$ cat src/gmii_up_cfg.svh
`ifndef GMII_UP_CFG_SVH
`define GMII_UP_CFG_SVH

// Frame slots and their address widths.
`define NUM_SLOTS      8
`define NET_ADDR_W     11
`define TS_ADDR_W      4
`define TS_REC_BYTES   16

// GMII preamble and start-of-frame delimiter.
`define PREAMBLE_BYTE  8'h55
`define SFD_BYTE       8'hd5
`define PREAMBLE_LEN   7

// Cycles from timer_stop to the start of the timestamp record.
`define TS_DELAY       8

`endif

$ cat src/gmii_up_pkg.sv
`include "gmii_up_cfg.svh"

package gmii_up_pkg;

	// One GMII or RAM data byte.
	typedef logic [7:0] byte_t;

	// Frame byte address, also used for the frame length.
	typedef logic [`NET_ADDR_W-1:0] net_addr_t;

	// Byte address inside a timestamp record.
	typedef logic [`TS_ADDR_W-1:0] ts_addr_t;

	// Slot number and one-bit-per-slot mask.
	typedef logic [$clog2(`NUM_SLOTS)-1:0] slot_idx_t;
	typedef logic [`NUM_SLOTS-1:0] slot_mask_t;

endpackage

$ cat src/gmii_rx_front.sv
`timescale 1ns/1ps
`include "gmii_up_cfg.svh"

module gmii_rx_front
	import gmii_up_pkg::*;
(
	input  logic      clk_125m,
	input  logic      rst_n,
	input  byte_t     gmii_rxd,
	input  logic      gmii_rxdv,
	output logic      rxdv_rise,
	output logic      rxdv_fall,
	output logic      timer_stop,
	output logic      fw_en,
	output net_addr_t fw_addr,
	output byte_t     fw_data,
	output net_addr_t frame_len_last
);

	// Parked here once the preamble match has failed or completed.
	localparam logic [3:0] PRE_DEAD = 4'hf;

	logic       rxdv_d;
	logic [3:0] pre_cnt;
	net_addr_t  byte_cnt;
	logic       s1_en;
	net_addr_t  s1_addr;
	byte_t      s1_data;

	always_ff @(posedge clk_125m or negedge rst_n) begin
		if (!rst_n) begin
			rxdv_d <= 1'b0;
		end else begin
			rxdv_d <= gmii_rxdv;
		end
	end

	assign rxdv_rise = gmii_rxdv & ~rxdv_d;
	assign rxdv_fall = ~gmii_rxdv & rxdv_d;

	// Preamble match only counts from the start of gmii_rxdv.
	always_ff @(posedge clk_125m or negedge rst_n) begin
		if (!rst_n) begin
			pre_cnt    <= '0;
			timer_stop <= 1'b0;
		end else begin
			timer_stop <= 1'b0;
			if (!gmii_rxdv) begin
				pre_cnt <= '0;
			end else if (pre_cnt < 4'(`PREAMBLE_LEN) && gmii_rxd == `PREAMBLE_BYTE) begin
				pre_cnt <= pre_cnt + 1'b1;
			end else if (pre_cnt == 4'(`PREAMBLE_LEN) && gmii_rxd == `SFD_BYTE) begin
				pre_cnt    <= PRE_DEAD;
				timer_stop <= 1'b1;
			end else begin
				pre_cnt <= PRE_DEAD;
			end
		end
	end

	// Byte index inside the frame; the length tracks the byte count.
	always_ff @(posedge clk_125m or negedge rst_n) begin
		if (!rst_n) begin
			byte_cnt       <= '0;
			frame_len_last <= '0;
		end else if (rxdv_fall) begin
			byte_cnt <= '0;
		end else if (gmii_rxdv) begin
			byte_cnt       <= byte_cnt + 1'b1;
			frame_len_last <= byte_cnt + 1'b1;
		end
	end

	always_ff @(posedge clk_125m or negedge rst_n) begin
		if (!rst_n) begin
			s1_en <= 1'b0;
			fw_en <= 1'b0;
		end else begin
			s1_en <= gmii_rxdv;
			fw_en <= s1_en;
		end
	end

	// Two stages so a byte reaches the slot port two edges after sampling.
	always_ff @(posedge clk_125m) begin
		s1_addr <= byte_cnt;
		s1_data <= gmii_rxd;
		fw_addr <= s1_addr;
		fw_data <= s1_data;
	end

endmodule

$ cat src/gmii_up_top.sv
`timescale 1ns/1ps
`include "gmii_up_cfg.svh"

module gmii_up_top
	import gmii_up_pkg::*;
(
	input  logic        clk_125m,
	input  logic        rst_n,
	input  byte_t       gmii_rxd,
	input  logic        gmii_rxdv,
	input  logic [15:0] ts_week,
	input  logic [31:0] ts_week_sec,
	input  logic [31:0] ts_nano_sec,
	input  byte_t       ts_leap_sec,
	input  byte_t       ts_pps_state,
	input  byte_t       ts_timesrc_type,
	input  byte_t       ts_pps_precision,
	input  byte_t       ts_checksum,
	input  slot_mask_t  slot_clr,
	output logic        timer_stop,
	output logic        net_wr_en   [`NUM_SLOTS],
	output net_addr_t   net_wr_addr [`NUM_SLOTS],
	output byte_t       net_wr_data [`NUM_SLOTS],
	output logic        ts_wr_en    [`NUM_SLOTS],
	output ts_addr_t    ts_wr_addr  [`NUM_SLOTS],
	output byte_t       ts_wr_data  [`NUM_SLOTS],
	output net_addr_t   frame_len   [`NUM_SLOTS],
	output slot_mask_t  slot_ready
);

	logic       rxdv_rise;
	logic       rxdv_fall;
	logic       fw_en;
	net_addr_t  fw_addr;
	byte_t      fw_data;
	net_addr_t  frame_len_last;
	logic       tw_en;
	ts_addr_t   tw_addr;
	byte_t      tw_data;
	slot_mask_t slot_sel;
	slot_mask_t slot_close;

	gmii_rx_front u_rx_front (
		.clk_125m       (clk_125m),
		.rst_n          (rst_n),
		.gmii_rxd       (gmii_rxd),
		.gmii_rxdv      (gmii_rxdv),
		.rxdv_rise      (rxdv_rise),
		.rxdv_fall      (rxdv_fall),
		.timer_stop     (timer_stop),
		.fw_en          (fw_en),
		.fw_addr        (fw_addr),
		.fw_data        (fw_data),
		.frame_len_last (frame_len_last)
	);

	ts_record_gen u_ts_record (
		.clk_125m         (clk_125m),
		.rst_n            (rst_n),
		.timer_stop       (timer_stop),
		.ts_week          (ts_week),
		.ts_week_sec      (ts_week_sec),
		.ts_nano_sec      (ts_nano_sec),
		.ts_leap_sec      (ts_leap_sec),
		.ts_pps_state     (ts_pps_state),
		.ts_timesrc_type  (ts_timesrc_type),
		.ts_pps_precision (ts_pps_precision),
		.ts_checksum      (ts_checksum),
		.tw_en            (tw_en),
		.tw_addr          (tw_addr),
		.tw_data          (tw_data)
	);

	slot_dispatch u_dispatch (
		.clk_125m   (clk_125m),
		.rst_n      (rst_n),
		.rxdv_rise  (rxdv_rise),
		.rxdv_fall  (rxdv_fall),
		.slot_ready (slot_ready),
		.slot_sel   (slot_sel),
		.slot_close (slot_close)
	);

	for (genvar i = 0; i < `NUM_SLOTS; i++) begin : slot_gen
		rx_slot u_slot (
			.clk_125m       (clk_125m),
			.rst_n          (rst_n),
			.sel            (slot_sel[i]),
			.close          (slot_close[i]),
			.clr            (slot_clr[i]),
			.fw_en          (fw_en),
			.fw_addr        (fw_addr),
			.fw_data        (fw_data),
			.tw_en          (tw_en),
			.tw_addr        (tw_addr),
			.tw_data        (tw_data),
			.frame_len_last (frame_len_last),
			.net_wr_en      (net_wr_en[i]),
			.net_wr_addr    (net_wr_addr[i]),
			.net_wr_data    (net_wr_data[i]),
			.ts_wr_en       (ts_wr_en[i]),
			.ts_wr_addr     (ts_wr_addr[i]),
			.ts_wr_data     (ts_wr_data[i]),
			.frame_len      (frame_len[i]),
			.ready          (slot_ready[i])
		);
	end

endmodule

$ cat src/rx_slot.sv
`timescale 1ns/1ps
`include "gmii_up_cfg.svh"

module rx_slot
	import gmii_up_pkg::*;
(
	input  logic      clk_125m,
	input  logic      rst_n,
	input  logic      sel,
	input  logic      close,
	input  logic      clr,
	input  logic      fw_en,
	input  net_addr_t fw_addr,
	input  byte_t     fw_data,
	input  logic      tw_en,
	input  ts_addr_t  tw_addr,
	input  byte_t     tw_data,
	input  net_addr_t frame_len_last,
	output logic      net_wr_en,
	output net_addr_t net_wr_addr,
	output byte_t     net_wr_data,
	output logic      ts_wr_en,
	output ts_addr_t  ts_wr_addr,
	output byte_t     ts_wr_data,
	output net_addr_t frame_len,
	output logic      ready
);

	logic clr_s1;
	logic clr_s2;
	logic clr_s3;
	logic clr_rise;

	// Frame write port.
	always_ff @(posedge clk_125m or negedge rst_n) begin
		if (!rst_n) begin
			net_wr_en   <= 1'b0;
			net_wr_addr <= '0;
			net_wr_data <= '0;
		end else if (sel) begin
			net_wr_en   <= fw_en;
			net_wr_addr <= fw_addr;
			net_wr_data <= fw_data;
		end else begin
			net_wr_en   <= 1'b0;
			net_wr_addr <= '0;
			net_wr_data <= '0;
		end
	end

	// Timestamp record write port.
	always_ff @(posedge clk_125m or negedge rst_n) begin
		if (!rst_n) begin
			ts_wr_en   <= 1'b0;
			ts_wr_addr <= '0;
			ts_wr_data <= '0;
		end else if (sel) begin
			ts_wr_en   <= tw_en;
			ts_wr_addr <= tw_addr;
			ts_wr_data <= tw_data;
		end else begin
			ts_wr_en   <= 1'b0;
			ts_wr_addr <= '0;
			ts_wr_data <= '0;
		end
	end

	// Host clear level comes from another clock domain.
	always_ff @(posedge clk_125m or negedge rst_n) begin
		if (!rst_n) begin
			clr_s1 <= 1'b0;
			clr_s2 <= 1'b0;
			clr_s3 <= 1'b0;
		end else begin
			clr_s1 <= clr;
			clr_s2 <= clr_s1;
			clr_s3 <= clr_s2;
		end
	end

	assign clr_rise = clr_s2 & ~clr_s3;

	// Set has priority over a clear in the same cycle.
	always_ff @(posedge clk_125m or negedge rst_n) begin
		if (!rst_n) begin
			ready     <= 1'b0;
			frame_len <= '0;
		end else if (close) begin
			ready     <= 1'b1;
			frame_len <= frame_len_last;
		end else if (clr_rise) begin
			ready <= 1'b0;
		end
	end

endmodule

$ cat src/slot_dispatch.sv
`timescale 1ns/1ps
`include "gmii_up_cfg.svh"

module slot_dispatch
	import gmii_up_pkg::*;
(
	input  logic       clk_125m,
	input  logic       rst_n,
	input  logic       rxdv_rise,
	input  logic       rxdv_fall,
	input  slot_mask_t slot_ready,
	output slot_mask_t slot_sel,
	output slot_mask_t slot_close
);

	slot_idx_t  ptr;
	logic       frame_open;
	slot_mask_t ptr_mask;

	assign ptr_mask = slot_mask_t'(1) << ptr;

	// Close arrives with the edge that samples gmii_rxdv low.
	assign slot_close = (rxdv_fall && frame_open) ? ptr_mask : '0;

	// A frame is taken only if the slot under the pointer is free.
	always_ff @(posedge clk_125m or negedge rst_n) begin
		if (!rst_n) begin
			frame_open <= 1'b0;
			ptr        <= '0;
		end else if (rxdv_rise) begin
			frame_open <= ~slot_ready[ptr];
		end else if (rxdv_fall) begin
			frame_open <= 1'b0;
			if (frame_open) begin
				if (ptr == slot_idx_t'(`NUM_SLOTS - 1)) begin
					ptr <= '0;
				end else begin
					ptr <= ptr + 1'b1;
				end
			end
		end
	end

	// One cycle behind frame_open so the last byte still finds its slot.
	always_ff @(posedge clk_125m or negedge rst_n) begin
		if (!rst_n) begin
			slot_sel <= '0;
		end else begin
			slot_sel <= frame_open ? ptr_mask : '0;
		end
	end

endmodule

$ cat src/ts_record_gen.sv
`timescale 1ns/1ps
`include "gmii_up_cfg.svh"

module ts_record_gen
	import gmii_up_pkg::*;
(
	input  logic        clk_125m,
	input  logic        rst_n,
	input  logic        timer_stop,
	input  logic [15:0] ts_week,
	input  logic [31:0] ts_week_sec,
	input  logic [31:0] ts_nano_sec,
	input  byte_t       ts_leap_sec,
	input  byte_t       ts_pps_state,
	input  byte_t       ts_timesrc_type,
	input  byte_t       ts_pps_precision,
	input  byte_t       ts_checksum,
	output logic        tw_en,
	output ts_addr_t    tw_addr,
	output byte_t       tw_data
);

	logic [`TS_DELAY-1:0] stop_sr;
	logic                 run;
	ts_addr_t             rec_cnt;
	logic                 rec_last;

	assign rec_last = run && rec_cnt == ts_addr_t'(`TS_REC_BYTES - 1);

	always_ff @(posedge clk_125m or negedge rst_n) begin
		if (!rst_n) begin
			stop_sr <= '0;
			run     <= 1'b0;
			rec_cnt <= '0;
			tw_en   <= 1'b0;
		end else begin
			stop_sr <= {stop_sr[`TS_DELAY-2:0], timer_stop};
			tw_en   <= run;
			if (stop_sr[`TS_DELAY-1]) begin
				run <= 1'b1;
			end else if (rec_last) begin
				run <= 1'b0;
			end
			if (rec_last) begin
				rec_cnt <= '0;
			end else if (run) begin
				rec_cnt <= rec_cnt + 1'b1;
			end
		end
	end

	// Fields go out most significant byte first.
	always_ff @(posedge clk_125m) begin
		tw_addr <= rec_cnt;
		case (rec_cnt)
			4'd0:    tw_data <= ts_week_sec[31:24];
			4'd1:    tw_data <= ts_week_sec[23:16];
			4'd2:    tw_data <= ts_week_sec[15:8];
			4'd3:    tw_data <= ts_week_sec[7:0];
			4'd4:    tw_data <= ts_week[15:8];
			4'd5:    tw_data <= ts_week[7:0];
			4'd6:    tw_data <= ts_nano_sec[31:24];
			4'd7:    tw_data <= ts_nano_sec[23:16];
			4'd8:    tw_data <= ts_nano_sec[15:8];
			4'd9:    tw_data <= ts_nano_sec[7:0];
			4'd10:   tw_data <= ts_leap_sec;
			4'd11:   tw_data <= ts_pps_state;
			4'd12:   tw_data <= ts_timesrc_type;
			4'd13:   tw_data <= ts_pps_precision;
			4'd15:   tw_data <= ts_checksum;
			default: tw_data <= 8'h00;
		endcase
	end

endmodule
$ cat config.mk
export PLATFORM = sky130hd
export DESIGN_NAME = gmii_up_top
export DESIGN_NICKNAME = d
export VERILOG_FILES = /design/src/gmii_up_pkg.sv /design/src/gmii_rx_front.sv /design/src/gmii_up_top.sv /design/src/rx_slot.sv /design/src/slot_dispatch.sv /design/src/ts_record_gen.sv
export VERILOG_INCLUDE_DIRS = /design/src
export SDC_FILE = /design/constraint.sdc
export NUM_CORES = 1
export LEC_CHECK = 0
export ABC_AREA = 1
export BUFFER_PORTS_ARGS = -buffer_cell sky130_fd_sc_hd__buf_2
export CAP_MARGIN = 20
export CORE_AREA = 5 5 209 211
export CTS_CLUSTER_SIZE = 28
export DETAILED_ROUTE_END_ITERATION = 8
export DIE_AREA = 0 0 214 216
export GPL_TIMING_DRIVEN = 0
export HOLD_SLACK_MARGIN = 0.1
export PLACE_DENSITY_LB_ADDON = 0.3
export SKIP_CTS_REPAIR_TIMING = 1
export SLEW_MARGIN = 20
export SYNTH_ARGS = -nofsm -noshare
export SYNTH_HDL_FRONTEND = slang
export SYNTH_HIERARCHICAL = 1
export SYNTH_SLANG_ARGS = --single-unit
$ cat constraint.sdc
create_clock -name clk_125m -period 2.2 [get_ports clk_125m]
set_input_delay 0.11 -clock clk_125m [delete_from_list [all_inputs] [get_ports clk_125m]]
set_output_delay 0.11 -clock clk_125m [all_outputs]
set_load 0.03 [all_outputs]
==> impl_metrics.py, run 1 <==
metrics = {
    "worst_setup_path": {
        "crit_fanout": 10,
        "path_class": "reg -> reg",
        "path_common_cell": "nand2_1",
        "cpLargestDelayFamily": "buffers and inverters",
        "critical-path-max-stage-delay_ns": 0.54,
        "worst_ep_required_time_ns": 2.70,
        "arrival_ns": 2.60,
        "startpoint_type": "flop",
        "cp_slowest_cell": "clkbuf_1",
        "path_cells": "inv_1 > ha_1 > clkbuf_1 > nand4_1 > nand2_1 > inv_1 > nand2_1 > nor2_1 > nand2_1",
        "end_kind": "flop",
        "critPathBufInv": 3,
    },
    "power_and_ir_drop": {
        "p_leak_nw": 15.9,
        "p_switching_w": 0.00653,
        "ir_worst_vdd_v": 0.000699,
        "total_power_w": 0.0226,
        "p_per_area_nw_per_um2": 916,
        "p_int_w": 0.0161,
        "seqPwrFrac_pct": 44.9,
        "clockPowerShare_pct": 38.6,
        "pwr-share-comb_pct": 16.5,
        "netSwitchingFraction_pct": 28.8,
    },
    "sta": {
        "slew_headroom_pct": 51.4,
        "fin_ws_ns": 0.100,
        "skew_ns": 0.0197,
        "fin_crit_ns": 2.10,
        "slew_violations": 0,
        "timing.setup.tns_ns": 0,
        "period_share_pct": 95.5,
        "tightestPinTransition_ns": 0.723,
        "fmax_mhz": 476,
        "rsz0062_at_grt": "no",
        "whs_ns": 0.0646,
        "setup_viol": 0,
        "hold_viol_final": 0,
    },
    "drt": {
        "wl_per_cell_um": 18.8,
        "drt_pass1_iterations": 8,
        "postRouteAntennaNets": 0,
        "vias": 14900,
        "drc_errors": 0,
        "routed_wl_mm": 59.7,
        "viasPerCell": 4.71,
        "drt_iter0_drc": 1335,
    },
    "clock_tree": {
        "cts_tree": "done",
        "cts.clk_slew.worst_paths_ns": 0.06,
        "insertion_delay_ns": 0.58,
        "cts_buffers": 49,
        "ctsLongestPathBuffers": 3,
        "h-tree-depth": 2,
        "clockRootBuffer": "clkbuf_16",
        "cts.sinks": 489,
    },
    "worst_hold_path": {
        "hold_class": "in -> reg",
    },
    "logic_synthesis": {
        "synth-main-ff-cell": "dfrtp_1",
        "synthMostInstantiatedCell": "nand2_1",
        "syn_area_um2": 18400,
        "syn_nets": 2061,
        "synthSimpleGateAreaFrac_pct": 21.2,
        "synth_warnings": 6,
        "synthMuxAreaShare_pct": 0,
        "synthAdderAreaFrac_pct": 0.816,
        "yosys-top-cells-count": "nand2_1 (665), dfrtp_1 (439), inv_1 (363)",
        "syn_area_per_cell_um2": 9.63,
        "synth-seq-area-share_pct": 65.2,
        "ys_seq_elements": 489,
        "synthTopCellsByArea": "dfrtp_1 (60%), nand2_1 (14%), inv_1 (7.4%)",
        "yosysTopAreaCellShare_pct": 59.7,
        "yosys.area.top_type": "dfrtp_1",
        "synth_edf_count": 0,
        "async_flop_share_pct": 89.8,
        "yosysUniqueCellTypes": 28,
        "synth_top_family_by_area": "simple AND/OR/NAND/NOR gates",
        "synth_compound_area_share_pct": 0.599,
        "synth_cells": 1910,
        "synth-xor-area-share_pct": 0.143,
    },
    "global_route": {
        "grtUsageMet3_pct": 7.55,
        "busiest_layer": "met2",
        "grt_max_degree": 106,
        "grt_pass1_wl_mm": 86.9,
        "grt_util_met2_pct": 40.7,
        "grtUsageTotal_pct": 24.4,
        "grt_pass1_vias": 14400,
        "antenna_found_initial": 4,
        "met1_usage_pct": 30.5,
        "overflow": 0,
    },
    "floorplan": {
        "die_w_um": 214,
        "die-area_um2": 46200,
        "row_count": 75,
        "initial_utilization_pct": 44.2,
        "core-area_um2": 41600,
        "die_y_um": 216,
        "pin_count": 500,
    },
    "cells_and_area": {
        "fillers": 3513,
        "drive_above_1_share_pct": 27.3,
        "synthToLayoutAreaGrowth_pct": 34.4,
        "fin_nets": 2743,
        "fin_cells": 3170,
    },
    "placed_design": {
        "gp_congestion": 0.916,
        "port_buffers": 499,
        "hpwl_mm": 42.8,
        "post-place-ws_ns": 0.203,
        "dp.cells": 2953,
    },
    "flow_run": {
        "maxCapViolCount": 0,
    },
    "status": {
        "outcome": "complete, no violations",
    },
}
worst register-to-register path, delay by kind of cell (launching register included):
| kind | cells | cell delay, ns |
|---|---|---|
| simple gates | 5 | 0.55 |
| flops | 1 | 0.43 |
| fa+ha+maj | 1 | 0.33 |
| buf+inv | 3 | 0.72 |
cell usage in the layout (no fill, tap or decap), drive strengths merged:
master	n
nor2	96
a21o	1
dfxtp	50
o211ai	1
a21oi	3
bufinv	6
nor3	6
ha	12
diode	1
clkinv	14
clkinvlp	1
nand3	63
inv	377
xor2	3
dlygate4sd3	127
nand4	57
clkbuf	80
o21ai	16
nand2	706
buf	572
dfrtp	439
cell families (layout without fill, tap and decap cells):
family,count (synthesis),after routing
buf+inv,457,1177
fa+ha+maj,12,12
xor+xnor,3,3
flops,489,489
other cells,0,1
compound gates,21,21
simple gates,928,928
area by class of cell:
type	instances	area [um2]	area share (%)
clock inverter	15	275	1.11
inverter	383	1440	5.82
buffer	74	786	3.18
tap	539	674	2.73
clock buffer	74	1460	5.91
antenna	1	2.50	0.0101
timing repair buffer	631	3920	15.8
sequential	489	12000	48.5
multi-input combinational	964	4180	16.9
flip-flops by register name, summed over array words and instances, names as in the netlist, 11 cells and up:
| name | count |
|---|---|
| slot_gen.u_slot/frame_len | 88 |
| slot_gen.u_slot/net_wr_addr | 88 |
| slot_gen.u_slot/net_wr_data | 64 |
| slot_gen.u_slot/ts_wr_data | 64 |
| slot_gen.u_slot/ts_wr_addr | 32 |
| u_rx_front/byte_cnt | 11 |
| u_rx_front/frame_len_last | 11 |
| u_rx_front/fw_addr | 11 |
| u_rx_front/s1_addr | 11 |
metal layers:
metal  wire [um]  vias up  part of all wire, %
met1       23100     7089                   39
met5          34        -                0.057
li1            -     6929                    -
met4        2770        6                  4.6
met3        5350      200                  9.0
met2       28500      717                   48
power groups by stage:
stage          Combinational, W  Sequential, W  Clock [W]
4_1_cts                 0.00357         0.0102    0.00893
5_1_grt                 0.00402         0.0102    0.00935
3_5_place_dp            0.00356         0.0103          0
3_3_place_gp            0.00348         0.0103          0
2_1_floorplan           0.00121         0.0111          0
6_report                0.00373         0.0102    0.00874
per-stage QoR:
step	util, %	cell area (um2)
floorplan	-	18400
global placement	51.9	21600
detailed placement	52.2	21700
CTS	56.4	23400
global route	59.5	24700
finish	59.5	24700
path summary, 6_finish.rpt:
path                                        startpoint                                end  slack [ns]  depth (start not counted)
max in group asynchronous                        rst_n          slot_gen[1].u_slot/clr_s2        0.95                          5
worst max register to register  u_ts_record/rec_cnt[0]             u_ts_record/tw_data[0]        0.10                          9
worst min-delay path                        ts_week[8]             u_ts_record/tw_data[0]        0.06                          7
worst max-delay path            u_ts_record/rec_cnt[0]             u_ts_record/tw_data[0]        0.10                          9
worst min register to register   u_rx_front/s1_data[4]              u_rx_front/fw_data[4]        0.33                          0
min in group asynchronous                        rst_n  slot_gen[1].u_slot/net_wr_addr[2]        0.17                          3
Note: power is estimated with default switching activity, not from simulation.
==> run 2: changes to the inputs <==
--- a/config.mk
+++ b/config.mk
@@ -6,13 +6,12 @@
 export SDC_FILE = /design/constraint.sdc
 export NUM_CORES = 1
 export LEC_CHECK = 0
-export ABC_AREA = 1
 export BUFFER_PORTS_ARGS = -buffer_cell sky130_fd_sc_hd__buf_2
 export CAP_MARGIN = 20
-export CORE_AREA = 5 5 209 211
+export CORE_AREA = 5 5 203 205
 export CTS_CLUSTER_SIZE = 28
 export DETAILED_ROUTE_END_ITERATION = 8
-export DIE_AREA = 0 0 214 216
+export DIE_AREA = 0 0 208 210
 export GPL_TIMING_DRIVEN = 0
 export HOLD_SLACK_MARGIN = 0.1
 export PLACE_DENSITY_LB_ADDON = 0.3
==> run 2 against run 1 <==
Net effect:
- the flow now finishes with violations (setup timing)
- synthesized area down 5.8%
- setup slack worse by 0.10 ns
- clock skew up 0.0021 ns
- via count down 21%
- critical path depth down 2
- register-to-register slack worse by 0.10 ns
- first-iteration DRC count down 46%
- core utilization down 0.25 points
- non-clock buffer count down 55
- power up 6.9%
- fmax down 4.7%
- combinational power up 26%
==> impl_metrics.py, run 2 <==
metrics = {
    "worst_setup_path": {
        "cpLargestDelayFamily": "buffers and inverters",
        "cp_slowest_cell": "dlygate4sd3_1",
        "path_class": "reg -> reg",
        "end_kind": "flop",
        "startpoint_type": "flop",
        "worst_ep_required_time_ns": 2.65,
        "path_common_cell": "buf_6",
        "arrival_ns": 2.65,
        "path_cells": "buf_6 > buf_6 > and2_1 > a22o_1 > dlygate4sd3_1 > a21oi_1 > nand4b_1",
        "crit_fanout": 10,
        "critPathBufInv": 3,
        "critical-path-max-stage-delay_ns": 0.56,
    },
    "logic_synthesis": {
        "async_flop_share_pct": 89.8,
        "synth_edf_count": 0,
        "synth-main-ff-cell": "dfrtp_1",
        "yosys-top-cells-count": "dfrtp_1 (439), and2_1 (267), mux2_4 (74)",
        "synth_cells": 1199,
        "yosys.area.top_type": "dfrtp_1",
        "synth-seq-area-share_pct": 69.2,
        "syn_nets": 1350,
        "synth_warnings": 6,
        "syn_area_per_cell_um2": 14.4,
        "ys_seq_elements": 489,
        "synthMostInstantiatedCell": "dfrtp_1",
        "yosysTopAreaCellShare_pct": 63.4,
        "syn_area_um2": 17300,
        "yosysUniqueCellTypes": 56,
        "synthTopCellsByArea": "dfrtp_1 (63%), and2_1 (9.6%), mux2_4 (6.4%)",
    },
    "clock_tree": {
        "cts.sinks": 489,
        "insertion_delay_ns": 0.58,
        "cts_buffers": 49,
        "cts_tree": "done",
        "clockRootBuffer": "clkbuf_16",
        "ctsLongestPathBuffers": 3,
        "h-tree-depth": 2,
        "cts.clk_slew.worst_paths_ns": 0.06,
    },
    "placed_design": {
        "port_buffers": 499,
        "postPlaceCellArea_um2": 20600,
        "hpwl_mm": 38.3,
        "post-place-ws_ns": -0.0883,
        "dp.cells": 2227,
        "gp_congestion": 0.946,
    },
    "worst_hold_path": {
        "hold_class": "in -> reg",
    },
    "drt": {
        "drt_iter0_drc": 720,
        "routed_wl_mm": 53.5,
        "vias": 11900,
        "wl_per_cell_um": 22.2,
        "drc_errors": 0,
        "drt_pass1_iterations": 6,
        "postRouteAntennaNets": 0,
        "viasPerCell": 4.94,
    },
    "global_route": {
        "grtUsageTotal_pct": 23.2,
        "overflow": 0,
        "grt_pass1_wl_mm": 77.3,
        "grt_pass1_vias": 11800,
        "grt_max_degree": 101,
        "antenna_found_initial": 5,
    },
    "floorplan": {
        "row_count": 73,
        "die_w_um": 208,
        "initial_utilization_pct": 44.1,
        "die-area_um2": 43700,
        "die_y_um": 210,
        "core-area_um2": 39300,
        "pin_count": 500,
    },
    "sta": {
        "setup_viol": 1,
        "skew_ns": 0.0218,
        "fin_crit_ns": 2.20,
        "tightestPinTransition_ns": 0.664,
        "whs_ns": 0.0980,
        "hold_viol_final": 0,
        "period_share_pct": 100,
        "slew_headroom_pct": 55.7,
        "fmax_mhz": 454,
        "slew_violations": 0,
        "fin_ws_ns": -0.00406,
    },
    "cells_and_area": {
        "synthToLayoutAreaGrowth_pct": 34.3,
        "stdcell_area_um2": 23300,
        "drive_above_1_share_pct": 40.4,
        "mostFrequentLayoutCells": "buf_2 (531), dfrtp_1 (439), and2_1 (267)",
        "postLayoutCoreUtil_pct": 59.2,
        "fin_nets": 1990,
        "layout_commonest_cell": "buf_2",
        "fin_cells": 2404,
        "fillers": 3155,
        "largest_registers": "slot_gen.u_slot/frame_len (88), slot_gen.u_slot/net_wr_addr (88)",
    },
    "power_and_ir_drop": {
        "ir_worst_vdd_v": 0.000819,
        "p_per_area_nw_per_um2": 1040,
        "p_leak_nw": 12.6,
    },
    "status": {
        "violations": "setup timing",
        "outcome": "complete, but fails checks",
    },
    "flow_run": {
        "maxCapViolCount": 0,
    },
}
==> run 2: cell types whose count changed after synthesis, moves of 40 or more <==
cell and change:
nand2_2 -41, mux2_4 +74, nand2_1 -629, and2_1 +267, nand4_1 -53, nor2_1 -72
nand3_1 -40, inv_1 -355
==> run 2: layout make-up <==
cell class / instances / area [um2] / area share, %
well taps: 525 / 657 / 2.83
flip-flops and latches: 489 / 12000 / 51.5
repair buffers: 590 / 3490 / 15.0
inverters: 8 / 30.0 / 0.129
multi-input cells: 641 / 4960 / 21.3
plain buffers: 60 / 362 / 1.56
clock inverters: 15 / 262 / 1.12
clock buffers: 75 / 1510 / 6.47
diodes: 1 / 2.50 / 0.0108
==> run 2: tightest hold or removal path, delay by kind of cell <==
kind / cells / cell delay, ns
multiplexers: 2 / 0.26
buffers and inverters: 1 / 0.07
AO/OA/AOI/OAI: 2 / 0.18
==> run 2: logic make-up (layout without fill, tap and decap cells) <==
kind of cell             count (synthesis)  count (layout)  synth area share [%]
XOR/XNOR                                10              10                 0.506
adder cells (fa/ha/maj)                 12              12                 0.867
AND/OR/NAND/NOR                        380             380                  12.9
buffers and inverters                   69             748                  2.23
multiplexers                           117             117                  9.22
other                                    0               1                     0
flip-flops                             489             489                  69.2
AO/OA/AOI/OAI                          122             122                  5.02
==> run 2: through the flow <==
| stage | total power, W | TNS, ns |
|---|---|---|
| global route | 0.0252 | -0.0141 |
| finish | 0.0242 | -0.00406 |
| CTS | 0.0243 | -0.248 |
| global placement | 0.0153 | -3177.45 |
| floorplan | 0.0134 | 0 |
| detailed placement | 0.0154 | -0.184 |
==> run 2: per-layer routing <==
layer  up-vias  track usage [%]  part of all wire (%)
li1       5270                -                     -
met1      5954             32.7                    43
met2       514             36.3                    46
met3       139             5.82                   7.0
met4         0             6.77                   3.8
met5         -                0                     0
==> run 2: final timing paths <==
path / from / to / slack, ns / cells after the start
setup / recovery: u_ts_record/rec_cnt[3] / u_ts_record/tw_data[0] / -0.004 / 7
max in group asynchronous: rst_n / slot_gen[4].u_slot/ts_wr_data[5] / 0.67 / 4
hold reg to reg: u_rx_front/s1_data[0] / u_rx_front/fw_data[0] / 0.33 / 0
min in group asynchronous: rst_n / slot_gen[6].u_slot/frame_len[2] / 0.12 / 2
setup reg to reg: u_ts_record/rec_cnt[3] / u_ts_record/tw_data[0] / -0.004 / 7
hold / removal: ts_week_sec[23] / u_ts_record/tw_data[7] / 0.1 / 5
==> run 2: where the power goes <==
group | total (W) | leakage [nW] | internal [W] | switching, W
Sequential | 0.0106 | 6.39 | 0.00988 | 0.000741
Combinational | 0.00471 | 5.33 | 0.00171 | 0.00300
Clock | 0.00887 | 0.868 | 0.00544 | 0.00344
Total | 0.0242 | 12.6 | 0.0170 | 0.00718
==> run 3: changes to the inputs <==
--- a/config.mk
+++ b/config.mk
@@ -15,7 +15,6 @@
 export GPL_TIMING_DRIVEN = 0
 export HOLD_SLACK_MARGIN = 0.1
 export PLACE_DENSITY_LB_ADDON = 0.3
-export SKIP_CTS_REPAIR_TIMING = 1
 export SLEW_MARGIN = 20
 export SYNTH_ARGS = -nofsm -noshare
 export SYNTH_HDL_FRONTEND = slang
==> run 3 against run 2 <==
Net effect:
- die area unchanged
- global-route usage up 0.65 points
- power about the same
- count of clock-buffer cells in the layout unchanged
- first-iteration DRC count down 17%
- the flow now finishes without violations
- sequential power about the same
- fmax up 0.42%
- critical path depth unchanged
- highest routed layer unchanged
==> impl_metrics.py, run 3 (same netlist as run 2, synthesis figures left out) <==
metrics = {
    "status": {
        "outcome": "complete, no violations",
    },
    "power_and_ir_drop": {
        "p_per_area_nw_per_um2": 1030,
        "p_leak_nw": 12.7,
        "ir_worst_vdd_v": 0.000819,
        "total_power_w": 0.0242,
    },
    "sta": {
        "slew_headroom_pct": 56.6,
        "slew_violations": 0,
        "skew_ns": 0.0223,
        "setup_viol": 0,
        "fin_ws_ns": 0.00523,
        "tightestPinTransition_ns": 0.651,
        "rsz0062_at_grt": "no",
        "hold_viol_final": 0,
        "period_share_pct": 99.8,
        "fmax_mhz": 456,
        "fin_crit_ns": 2.19,
    },
    "cells_and_area": {
        "postLayoutCoreUtil_pct": 59.7,
        "mostFrequentLayoutCells": "buf_2 (530), dfrtp_1 (439), and2_1 (267)",
        "synthToLayoutAreaGrowth_pct": 35.3,
        "layout_commonest_cell": "buf_2",
        "drive_above_1_share_pct": 40.2,
        "fin_cells": 2423,
        "largest_registers": "slot_gen.u_slot/frame_len (88), slot_gen.u_slot/net_wr_addr (88)",
        "fin_nets": 2009,
        "fillers": 3134,
    },
    "placed_design": {
        "post-place-ws_ns": -0.0883,
        "port_buffers": 499,
        "hpwl_mm": 38.3,
        "gp_congestion": 0.946,
        "dp.cells": 2227,
    },
    "worst_setup_path": {
        "crit_fanout": 10,
        "end_kind": "flop",
        "worst_ep_required_time_ns": 2.63,
        "critPathLaunch": "u_ts_record/rec_cnt[3]",
        "startpoint_type": "flop",
        "r2r-end": "u_ts_record/tw_data[4]",
        "path_class": "reg -> reg",
        "r2r_setup_slack_ns": 0.005,
        "arrival_ns": 2.62,
        "r2r_start": "u_ts_record/rec_cnt[3]",
        "r2r.worst_path.cells": 7,
    },
    "drt": {
        "postRouteAntennaNets": 0,
        "drc_errors": 0,
        "routed_wl_mm": 53.3,
        "dr_wl_met3_mm": 3.51,
        "wl_per_cell_um": 22.0,
        "drt_pass1_iterations": 5,
        "vias": 11800,
        "viasPerCell": 4.88,
        "top_layer": "met4",
        "dr_wl_met2_mm": 24.3,
        "wl_met1_mm": 23.1,
        "drt_iter0_drc": 598,
    },
    "clock_tree": {
        "h-tree-depth": 2,
        "clockRootBuffer": "clkbuf_16",
        "insertion_delay_ns": 0.58,
        "cts_tree": "done",
        "cts_buffers": 49,
        "cts.clk_slew.worst_paths_ns": 0.06,
        "cts.sinks": 489,
        "ctsLongestPathBuffers": 3,
    },
    "floorplan": {
        "core-area_um2": 39300,
        "pin_count": 500,
        "row_count": 73,
        "die-area_um2": 43700,
        "initial_utilization_pct": 44.1,
        "die_w_um": 208,
        "die_y_um": 210,
    },
    "global_route": {
        "grt_pass1_wl_mm": 79.9,
        "grt_pass1_vias": 12500,
        "overflow": 0,
        "grt_max_degree": 101,
        "antenna_found_initial": 4,
        "grtUsageTotal_pct": 23.8,
    },
    "worst_hold_path": {
        "hold_end": "u_ts_record/tw_data[7]",
        "min-delay-start": "ts_week_sec[23]",
        "hold_class": "in -> reg",
        "min_path_cells": 5,
    },
    "flow_run": {
        "maxCapViolCount": 0,
    },
}
[run 3: how the worst max path moves through the flow]
stage	endpoint	cells after the start	slack, ns
finish	u_ts_record/tw_data[4]	7	0.005
global route	u_ts_record/tw_data[5]	7	0.007
CTS	u_ts_record/tw_data[3]	7	0.006
detailed placement	u_ts_record/tw_data[2]	7	-0.09
global placement	slot_gen[5].u_slot/ts_wr_data[5]	1	-7.31
floorplan	u_ts_record/tw_data[5]	7	0.51
[run 3: area by class of cell]
cell class	count	area, um2	area share [%]
clock inverters	15	262	1.12
flip-flops and latches	489	12000	51.1
repair buffers	609	3670	15.7
well taps	525	657	2.80
plain buffers	60	368	1.57
multi-input cells	641	4960	21.2
inverters	8	30.0	0.128
clock buffers	75	1510	6.42
diodes	1	2.50	0.0107
[run 3: critical path: stages (launching register included)]
cell and delay [ns]:
dfrtp_1 0.38, buf_6 0.14, buf_8 0.15, and2_1 0.26
a22o_1 0.27, dlygate4sd3_1 0.56, a21oi_1 0.15, o211ai_1 0.13
[run 3: power by group]
group | total, W | internal (W) | switching (W)
Clock | 0.00886 | 0.00544 | 0.00342
Combinational | 0.00473 | 0.00173 | 0.00300
Sequential | 0.0106 | 0.00988 | 0.000740
Total | 0.0242 | 0.0171 | 0.00717
[run 3: metrics by stage]
stage | setup TNS, ns | hold WS [ns] | instance area (um2)
2_1_floorplan | 0 | -0.186 | 17300
3_5_place_dp | -0.184 | 0.167 | 20600
3_3_place_gp | -3177.45 | 0.218 | 20500
6_report | 0 | 0.109 | 23400
5_1_grt | 0 | 0.125 | 23400
4_1_cts | 0 | 0.101 | 23400
[run 3: metal layers]
metal / vias up / track usage, %
met2: 459 / 36.5
met1: 5917 / 33.0
met3: 126 / 5.98
met4: 0 / 9.76
li1: 5312 / -
met5: - / 0
[run 3: what timing repair did]
action,in CTS,in global routing
setup endpoints to repair,3,17
hold endpoints to repair,166,0
resized for setup,1,16
hold buffers,104,0
pin swaps,0,1
setup buffers,0,4
